[config.mk]
export PLATFORM = sky130hd
export DESIGN_NAME = fe_top
export DESIGN_NICKNAME = d
export VERILOG_FILES = /design/src/source/fe_pkg.sv /design/src/source/fe_top.sv /design/src/source/lock_reset_pulse.sv /design/src/source/spi_fanout.sv /design/src/source/tx_iq_serializer.sv /design/src/source/rx_iq_capture.sv
export SDC_FILE = /design/constraint.sdc
export NUM_CORES = 1
export LEC_CHECK = 0
export ABC_AREA = 1
export BUFFER_PORTS_ARGS = -buffer_cell sky130_fd_sc_hd__buf_2
export CAP_MARGIN = 20
export CORE_MARGIN = 1.5
export CORE_UTILIZATION = 45
export DETAILED_ROUTE_END_ITERATION = 10
export PLACE_DENSITY = 0.85
export RECOVER_POWER = 100
export SLEW_MARGIN = 20
export SYNTH_ARGS = -nofsm -noshare
export SYNTH_HDL_FRONTEND = slang
export SYNTH_HIERARCHICAL = 1
export SYNTH_SLANG_ARGS = --single-unit
[constraint.sdc]
create_clock -name dsp_clk -period 1.64 [get_ports dsp_clk]
set_clock_uncertainty 0.15 [all_clocks]
set_input_delay 0.246 -clock dsp_clk [delete_from_list [all_inputs] [get_ports dsp_clk]]
set_output_delay 0.246 -clock dsp_clk [all_outputs]
set_load 0.02 [all_outputs]
[src/source/fe_pkg.sv]
// Front-end package: converter and sample widths, I/Q pair structs,
// SPI device numbering and transmit phase encoding
`default_nettype none

package fe_pkg;

   localparam int unsigned SAMPLE_W = 14;  // Sample width inside the core
   localparam int unsigned CONV_W   = 12;  // LMS converter bus width
   localparam int unsigned DAC_W    = 16;  // Transmit word width from the core

   // Received I/Q pair, zero-extended
   typedef struct packed {
      logic [SAMPLE_W-1:0] i;
      logic [SAMPLE_W-1:0] q;
   } iq_sample_t;

   // Transmit I/Q pair as handed over by the core
   typedef struct packed {
      logic [DAC_W-1:0] i;
      logic [DAC_W-1:0] q;
   } iq_dac_t;

   // One converter bus, iqsel low marks an I word
   typedef struct packed {
      logic              iqsel;
      logic [CONV_W-1:0] data;
   } conv_rx_t;

   typedef struct packed {
      logic              iqsel;
      logic [CONV_W-1:0] data;
   } conv_tx_t;

   // SPI devices in select/clock/data vector order
   typedef enum logic [3:0] {
      DEV_CLK    = 4'd0,
      DEV_DAC    = 4'd1,
      DEV_ADC    = 4'd2,
      DEV_TX_DB  = 4'd3,
      DEV_TX_DAC = 4'd4,
      DEV_TX_ADC = 4'd5,
      DEV_RX_DB  = 4'd6,
      DEV_RX_DAC = 4'd7,
      DEV_RX_ADC = 4'd8
   } spi_dev_e;

   // Devices that drive a read line back
   localparam logic [DEV_RX_ADC:0] SPI_READABLE =
      (9'd1 << DEV_CLK)    | (9'd1 << DEV_DAC)   | (9'd1 << DEV_TX_DB) |
      (9'd1 << DEV_TX_ADC) | (9'd1 << DEV_RX_DB) | (9'd1 << DEV_RX_ADC);

   // Transmit serializer state
   typedef enum logic {
      PHASE_I = 1'b0,
      PHASE_Q = 1'b1
   } tx_phase_e;

endpackage

`default_nettype wire
[src/source/fe_top.sv]
// Front-end top level: receive capture, transmit serializer,
// SPI fanout and lock-change reset for the LMS converter path
`timescale 1ns/1ps
`default_nettype none

module fe_top #(
   parameter int unsigned NUM_CHAN    = 2,  // Converter channels
   parameter int unsigned LOCK_STAGES = 6   // Lock history depth
) (
   input  wire                                   dsp_clk,
   input  wire                                   reset_i,

   // Receive converter buses and captured samples
   input  fe_pkg::conv_rx_t   [NUM_CHAN-1:0]     rx_bus_i,
   output fe_pkg::iq_sample_t [NUM_CHAN-1:0]     rx_sample_o,
   output logic               [NUM_CHAN-1:0]     rx_valid_o,

   // Transmit pairs from the core and converter buses
   input  fe_pkg::iq_dac_t    [NUM_CHAN-1:0]     tx_sample_i,
   output logic                                  tx_load_o,
   output fe_pkg::conv_tx_t   [NUM_CHAN-1:0]     tx_bus_o,

   // SPI master side and device side
   input  wire                                   spi_sclk_i,
   input  wire                                   spi_mosi_i,
   input  wire                [fe_pkg::DEV_RX_ADC:0] spi_sen_i,
   output logic               [fe_pkg::DEV_RX_ADC:0] spi_sclk_o,
   output logic               [fe_pkg::DEV_RX_ADC:0] spi_mosi_o,
   input  wire                [fe_pkg::DEV_RX_ADC:0] spi_miso_i,
   output logic                                  spi_miso_o,

   // Clock lock and derived reset
   input  wire                                   clock_ready_i,
   output logic                                  pll_rst_o
);

   // Input side

   rx_iq_capture #(
      .NUM_CHAN     (NUM_CHAN)
   ) i_rx_capture (
      .dsp_clk      (dsp_clk),
      .reset_i      (reset_i),
      .rx_bus_i     (rx_bus_i),
      .rx_sample_o  (rx_sample_o),
      .rx_valid_o   (rx_valid_o)
   );

   lock_reset_pulse #(
      .LOCK_STAGES  (LOCK_STAGES)
   ) i_lock_reset (
      .dsp_clk       (dsp_clk),
      .reset_i       (reset_i),
      .clock_ready_i (clock_ready_i),
      .pll_rst_o     (pll_rst_o)
   );

   // Output side

   tx_iq_serializer #(
      .NUM_CHAN     (NUM_CHAN)
   ) i_tx_serializer (
      .dsp_clk      (dsp_clk),
      .reset_i      (reset_i),
      .tx_sample_i  (tx_sample_i),
      .tx_load_o    (tx_load_o),
      .tx_bus_o     (tx_bus_o)
   );

   // Purely combinational, no clock needed
   spi_fanout i_spi_fanout (
      .spi_sclk_i   (spi_sclk_i),
      .spi_mosi_i   (spi_mosi_i),
      .spi_sen_i    (spi_sen_i),
      .spi_sclk_o   (spi_sclk_o),
      .spi_mosi_o   (spi_mosi_o),
      .spi_miso_i   (spi_miso_i),
      .spi_miso_o   (spi_miso_o)
   );

endmodule

`default_nettype wire

[src/source/lock_reset_pulse.sv]
// Lock-change reset: synchronizes the clock-lock level and pulses
// a reset while its recent history is mixed
`timescale 1ns/1ps
`default_nettype none

module lock_reset_pulse #(
   parameter int unsigned LOCK_STAGES = 6
) (
   input  wire   dsp_clk,
   input  wire   reset_i,
   input  wire   clock_ready_i,
   output logic  pll_rst_o
);

   // Lock history, newest sample in bit 0
   logic [LOCK_STAGES-1:0] lock_sr;

   always_ff @(posedge dsp_clk)
   begin
      if (reset_i)
      begin
         lock_sr <= '0;
      end
      else
      begin
         lock_sr <= {lock_sr[LOCK_STAGES-2:0], clock_ready_i};
      end
   end

   // High on any edge of the lock level until the history settles
   assign pll_rst_o = (|lock_sr) & ~(&lock_sr);

endmodule

`default_nettype wire

[src/source/spi_fanout.sv]
// SPI fanout: per-device gating of the shared serial clock and data,
// and select-qualified combining of the device read lines
`timescale 1ns/1ps
`default_nettype none

module spi_fanout (
   input  wire                              spi_sclk_i,
   input  wire                              spi_mosi_i,
   input  wire  [fe_pkg::DEV_RX_ADC:0]      spi_sen_i,   // Active low
   output logic [fe_pkg::DEV_RX_ADC:0]      spi_sclk_o,
   output logic [fe_pkg::DEV_RX_ADC:0]      spi_mosi_o,
   input  wire  [fe_pkg::DEV_RX_ADC:0]      spi_miso_i,
   output logic                             spi_miso_o
);

   // Device is addressed while its select is low
   logic [fe_pkg::DEV_RX_ADC:0] dev_sel;

   // Read lines that may reach the core
   logic [fe_pkg::DEV_RX_ADC:0] miso_gated;

   assign dev_sel = ~spi_sen_i;

   // Idle devices see clock and data parked at zero
   always_comb
   begin
      fe_pkg::spi_dev_e dev;

      for (int d = 0; d <= int'(fe_pkg::DEV_RX_ADC); d++)
      begin
         dev = fe_pkg::spi_dev_e'(d);
         if (dev_sel[dev])
         begin
            spi_sclk_o[dev] = spi_sclk_i;
            spi_mosi_o[dev] = spi_mosi_i;
         end
         else
         begin
            spi_sclk_o[dev] = 1'b0;
            spi_mosi_o[dev] = 1'b0;
         end
      end
   end

   // Write-only devices never drive the read path
   assign miso_gated = dev_sel & spi_miso_i & fe_pkg::SPI_READABLE;
   assign spi_miso_o = |miso_gated;

endmodule

`default_nettype wire

[src/source/tx_iq_serializer.sv]
// Transmit serializer: interleaves the I and Q words of each channel
// onto its converter bus, with a load strobe towards the core
`timescale 1ns/1ps
`default_nettype none

module tx_iq_serializer #(
   parameter int unsigned NUM_CHAN = 2
) (
   input  wire                                dsp_clk,
   input  wire                                reset_i,
   input  fe_pkg::iq_dac_t  [NUM_CHAN-1:0]    tx_sample_i,
   output logic                               tx_load_o,
   output fe_pkg::conv_tx_t [NUM_CHAN-1:0]    tx_bus_o
);

   fe_pkg::tx_phase_e phase;

   // Q words kept for the second half of each pair
   logic [fe_pkg::CONV_W-1:0] q_hold [NUM_CHAN];

   // Shared phase for all channels, toggles every cycle
   always_ff @(posedge dsp_clk)
   begin
      if (reset_i)
      begin
         phase <= fe_pkg::PHASE_I;
      end
      else
      begin
         case (phase)
            fe_pkg::PHASE_I: phase <= fe_pkg::PHASE_Q;
            default:         phase <= fe_pkg::PHASE_I;
         endcase
      end
   end

   assign tx_load_o = (phase == fe_pkg::PHASE_I);  // Core pair taken this edge

   always_ff @(posedge dsp_clk)
   begin
      if (phase == fe_pkg::PHASE_I)
      begin
         for (int c = 0; c < NUM_CHAN; c++)
         begin
            q_hold[c] <= tx_sample_i[c].q[fe_pkg::CONV_W-1:0];
         end
      end
   end

   // Bus words, upper DAC bits dropped
   always_ff @(posedge dsp_clk)
   begin
      if (reset_i)
      begin
         tx_bus_o <= '0;
      end
      else
      begin
         for (int c = 0; c < NUM_CHAN; c++)
         begin
            if (phase == fe_pkg::PHASE_I)
            begin
               tx_bus_o[c].iqsel <= 1'b0;
               tx_bus_o[c].data  <= tx_sample_i[c].i[fe_pkg::CONV_W-1:0];
            end
            else
            begin
               tx_bus_o[c].iqsel <= 1'b1;
               tx_bus_o[c].data  <= q_hold[c];
            end
         end
      end
   end

endmodule

`default_nettype wire

[src/source/rx_iq_capture.sv]
// Receive capture: splits each converter bus into I and Q words
// and widens them to the core sample width
`timescale 1ns/1ps
`default_nettype none

module rx_iq_capture #(
   parameter int unsigned NUM_CHAN = 2
) (
   input  wire                                   dsp_clk,
   input  wire                                   reset_i,
   input  fe_pkg::conv_rx_t   [NUM_CHAN-1:0]     rx_bus_i,
   output fe_pkg::iq_sample_t [NUM_CHAN-1:0]     rx_sample_o,
   output logic               [NUM_CHAN-1:0]     rx_valid_o
);

   // Last I word seen on each channel
   logic [fe_pkg::CONV_W-1:0] i_hold [NUM_CHAN];

   // Upper bits of the sample are always zero
   function automatic logic [fe_pkg::SAMPLE_W-1:0] zero_ext(
      input logic [fe_pkg::CONV_W-1:0] word
   );
      return {{(fe_pkg::SAMPLE_W - fe_pkg::CONV_W){1'b0}}, word};
   endfunction

   // Data path
   always_ff @(posedge dsp_clk)
   begin
      for (int c = 0; c < NUM_CHAN; c++)
      begin
         if (rx_bus_i[c].iqsel == 1'b0)
         begin
            i_hold[c] <= rx_bus_i[c].data;  // I word, park it
         end
         else
         begin
            // Q word completes the pair with the held I
            rx_sample_o[c].i <= zero_ext(i_hold[c]);
            rx_sample_o[c].q <= zero_ext(rx_bus_i[c].data);
         end
      end
   end

   // One strobe per Q word, repeated Q words give repeated strobes
   always_ff @(posedge dsp_clk)
   begin
      if (reset_i)
      begin
         rx_valid_o <= '0;
      end
      else
      begin
         for (int c = 0; c < NUM_CHAN; c++)
         begin
            rx_valid_o[c] <= rx_bus_i[c].iqsel;
         end
      end
   end

endmodule

`default_nettype wire

---- Word-level counts from Yosys, hierarchy flattened ----
Memories as Yosys holds them, arrays and structs flattened. A register that Yosys moved wholly into a read port is not among the register bits.
Index checks and enable logic that the tools add are counted.
cells by class
  muxes and demuxes ....................... 23
  bitwise operators ....................... 5
  reduce and logical (&&, ||, !) cells .... 3
operator list
  kind                 count
  13-bit 2-to-1 mux    2
  1-bit 2-to-1 mux     21
  6-bit OR reduction   2
  9-bit bitwise AND    1
  9-bit inverter       1
  6-bit AND reduction  1
  1-bit inverter       2
  1-bit bitwise AND    1
storage, ports and cells
  register bits after elaboration ......... 59
  bits in writable memories ............... 48
  input bits .............................. 113
  memories ................................ 2
memories
  memory                  depth  width  rd ports  clocked after Yosys merged registers in  wr ports  RTL line                RTL
  i_rx_capture.i_hold     2      12     2         2                                        2         rx_iq_capture.sv:17     logic [fe_pkg::CONV_W-1:0] i_hold [NUM_CHAN];
  i_tx_serializer.q_hold  2      12     2         0                                        2         tx_iq_serializer.sv:19  logic [fe_pkg::CONV_W-1:0] q_hold [NUM_CHAN];

---- Longest topological paths before layout ----
  word-level depth ........................ 3
  gate-level depth with buffers ........... 5

---- Hierarchy ----
Netlist, hierarchy kept.
modules (own cells, without submodules)
  module            instances  cells each  area each (µm²)
  rx_iq_capture     1          87          2285.9
  tx_iq_serializer  1          134         1747.9
  lock_reset_pulse  1          30          216.5
  spi_fanout        1          37          140.1

---- Least setup slack after synthesis ----
No wires, ideal clock.
  path type ............................... register to register
  from .................................... register i_tx_serializer.phase
  to ...................................... memory i_tx_serializer/q_hold[0][0] in the netlist's numbering (enable)
  library setup time ...................... 0.385 ns
  arrival time ............................ 1.057 ns
  data required time ...................... 1.105 ns
  slack ................................... 0.048 ns
  stages on the path, launching flop included .. 3
  cells stage by stage .................... dfxtp_1 > buf_4 > inv_1
RTL lines
  element                 RTL line                RTL
  from (decl)             tx_iq_serializer.sv:16  fe_pkg::tx_phase_e phase;
  from (signal assigned)  tx_iq_serializer.sv:26  phase <= fe_pkg::PHASE_I;
  from (signal assigned)  tx_iq_serializer.sv:31  fe_pkg::PHASE_I: phase <= fe_pkg::PHASE_Q;
  from (signal assigned)  tx_iq_serializer.sv:32  default: phase <= fe_pkg::PHASE_I;
  to (decl)               tx_iq_serializer.sv:19

---- Final worst setup path ----
  from .................................... register i_lock_reset.lock_sr[4]
  to ...................................... output pll_rst_o
on the way
  longest elaborated chain between the ends .. 3
  elaborated cells on any way between the ends .. 4
  those cells by class .................... 2 x bitwise; 2 x reduce/logical
ends and longest elaborated chain
  element                 RTL line                RTL
  from (decl)             lock_reset_pulse.sv:16  logic [LOCK_STAGES-1:0] lock_sr;
  from (signal assigned)  lock_reset_pulse.sv:26  lock_sr <= {lock_sr[LOCK_STAGES-2:0], clock_ready_i};
  6-bit AND reduction     lock_reset_pulse.sv:31  assign pll_rst_o = (|lock_sr) & ~(&lock_sr);
  1-bit inverter          lock_reset_pulse.sv:31
  1-bit bitwise AND *     lock_reset_pulse.sv:31
  to (decl)               fe_top.sv:34            output logic pll_rst_o
Every way passes the cells marked *; elsewhere a longest branch is shown, timed or not.

==> results.yml <==
cells_and_area:
  final_common_cell: "clkbuf_1"
  nets: 683
  instances_no_fill: 712
  fillers: 670
  layout-drive-gt1-share: 0.249
  antennaDiodeCount: 0
  most-common-layout-cells: "119 x clkbuf_1, 96 x edfxtp_1, 76 x dlygate4sd3_1, 70 x buf_2, 60 x nand2_1"
  syn_to_final_growth_pct: 52.7
sta:
  max_freq_ghz: 0.595
  hold_violations: 0
  fin_ws_ns: -0.0403
  drv_slew: 0
  min_period_over_period: 1.02
  rsz0062_at_grt: "yes"
  worst_pin_slew_ns: 1.22
  relSlewSlack: 0.188
  min_period_ns: 1.68
  setup_viol: 1
yosys:
  synth_top_area_frac: 0.657
  synth.area.top_cells: "edfxtp_1 66%, dfxtp_1 16%, nand2_1 5.2%"
  synth.yosys.seq_area_share: 0.812
  ys_types: 15
  synth_top_area_cell: "edfxtp_1"
  synth-seq-cells: 130
  yosys_warnings: 6
  netlist_area_um2: 4390
  synth_cells: 288
  avgSynthCellArea_um2: 15.2
run_status:
  outcome: "complete, but fails checks"
  violations: "setup timing"
floorplan:
  initial_core_util: 0.471
  die_h_um: 102
  die_w_um: 102
  core-area_um2: 9330
  row_count: 35
  die_area_um2: 10400
  ios: 218
route:
  routed_wl_mm: 10.6
  first_pass_iters: 6
  highest_layer: "met4"
  drt-wirelength-per-cell_um: 14.9
  vias: 3242
  wl_met1_mm: 3.84
  drc_errors: 0
  wl_met2_mm: 5.85
  dr_wl_met3_um: 625
  drt_iter0_drc: 101
  via_per_inst: 4.55
  drtAntennaViolNets: 0
power:
  power.share.switching: 0.229
  total_power_uw: 8750
  combPwrFrac: 0.096
  clock_power_share: 0.461
  vdd_drop_max_mv: 0.709
  pwr_density_cell_nw_per_um2: 1310
  p_sw_uw: 2010
  pwr-share-seq: 0.443
  p_int_uw: 6750
  leakage_uw: 0.00273
critical_path:
  crit_arrival_ns: 1.28
  r2r-start: "i_tx_serializer/phase"
  rr_worst_depth: 3
  end_kind: "output pin"
  cp.required_ns: 1.24
  cp-start-kind: "flop"
  worstSetupPathType: "reg2out"
  cp_max_fo: 3
  timing.rr.end: "i_tx_serializer/q_hold[0][3]"
  r2r_setup_slack_ns: 0.01
clocking:
  cts.sinks: 130
  cts_buffer_depth: 2
  tritoncts: "yes"
  clk_pin_slew_ns: 0.06
  clk_latency_ns: 0.50
  cts-root-buf: "clkbuf_8"
  htreeDepth: 4
  cts_buffers: 17
place:
  dp_slack_ns: 0.236
  portBuffers: 190
  dp_hpwl_mm: 6.22
  placed_cells: 603
  gp_congestion: 0.810
global_routing:
  grt_max_degree: 26
  grt_overflow: 0
  grt_pass1_vias: 3447
  antenna_found_initial: 0
  grt_pass1_wl_mm: 16.3
  grt_usage: 0.216
worst_hold_path:
  min_to: "i_rx_capture/rx_valid_o[1]"
  min_path_cells: 3
  min_from: "rx_bus_i[25]"
  hold_class: "in2reg"
job:
  cap_violations: 0
==> registers in the layout, indices dropped and copies added, names as in the netlist <==
name	flops
i_lock_reset/lock_sr	6
i_rx_capture/rx_sample_o	48
i_rx_capture/rx_valid_o	2
i_tx_serializer/tx_bus_o	25
i_tx_serializer/q_hold	24
i_tx_serializer/phase	1
i_rx_capture/i_hold	24
==> metrics by stage <==
| step | TNS, ns | cell area, µm² | hold slack, ns | util |
|---|---|---|---|---|
| 3_5_place_dp | 0 | 5440 | 0.255 | 0.584 |
| 6_report | -0.0403 | 6700 | 0.109 | 0.719 |
| 2_1_floorplan | 0 | 4420 | 0.163 | - |
| 5_1_grt | -1.64 | 6700 | 0.169 | 0.719 |
| 4_1_cts | -0.0833 | 6870 | 0.0806 | 0.737 |
| 3_3_place_gp | 0 | 5440 | 0.250 | 0.584 |
==> worst max-delay path, cell delays in order (launching register included) <==
cell     delay [ns]
dfxtp_2        0.34
nand2_2        0.06
nor2_2         0.10
nand2_1        0.05
nand2_1        0.07
inv_2          0.04
buf_6          0.12
==> per-layer routing <==
layer	global-route usage	vias to the layer above
met5	0	-
met2	0.396	144
met3	0.0649	32
met4	0.114	0
met1	0.220	1543
li1	-	1523
==> repair_timing <==
action / CTS / global route
pin swaps: 1 / 1
buffers inserted: 1 / 0
setup endpoints to repair: 2 / 1
hold buffers: 76 / 0
endpoints found under the hold margin: 115 / 0
gates resized for setup: 7 / 6
==> layout make-up <==
cell class              count  area, µm²  share of cell area
clock buffers              17        414              0.0618
clock inverters            15        229              0.0342
inverters                  21       82.6              0.0123
multi-input cells         128        641              0.0956
flip-flops and latches    130       3570               0.532
well taps                 129        161              0.0241
repair buffers            272       1610               0.240
==> worst max-delay path by stage <==
stage / slack [ns] / from / cells after the start / endpoint
2_1_floorplan: 0.05 / i_tx_serializer/phase / 2 / i_tx_serializer/q_hold[0][0]
3_3_place_gp: 0.27 / reset_i / 4 / i_tx_serializer/tx_bus_o[24]
3_5_place_dp: 0.24 / reset_i / 4 / i_tx_serializer/tx_bus_o[7]
4_1_cts: -0.08 / i_lock_reset/lock_sr[3] / 6 / pll_rst_o
5_1_grt: -0.13 / i_lock_reset/lock_sr[4] / 6 / pll_rst_o
6_report: -0.04 / i_lock_reset/lock_sr[4] / 6 / pll_rst_o
==> cell usage after synthesis <==
cell,count
inv_2,2
nor2_2,2
conb_1,1
nand3_2,21
nand3_1,4
buf_6,4
nor2_1,30
clkinv_1,2
edfxtp_1,96
dfxtp_1,34
nor2_8,1
inv_1,17
nand2_1,61
o21ai_0,1
buf_4,12
==> kinds of logic after synthesis <==
family                 count (synthesis)  share of synthesized area
buffers and inverters                 37                     0.0487
AOI/OAI and AO/OA                      1                    0.00114
other                                  1                   0.000854
DFF                                  130                      0.812
and+or+nand+nor                      119                      0.138
==> power by group through the flow <==
stage | logic (µW) | clock network, µW | registers (µW)
6_report | 841 | 4040 | 3870
5_1_grt | 905 | 4250 | 3900
4_1_cts | 888 | 4100 | 3870
3_5_place_dp | 739 | 0 | 3930
3_3_place_gp | 725 | 0 | 3920
2_1_floorplan | 228 | 0 | 4110
Power figures use the tool's default switching activity.
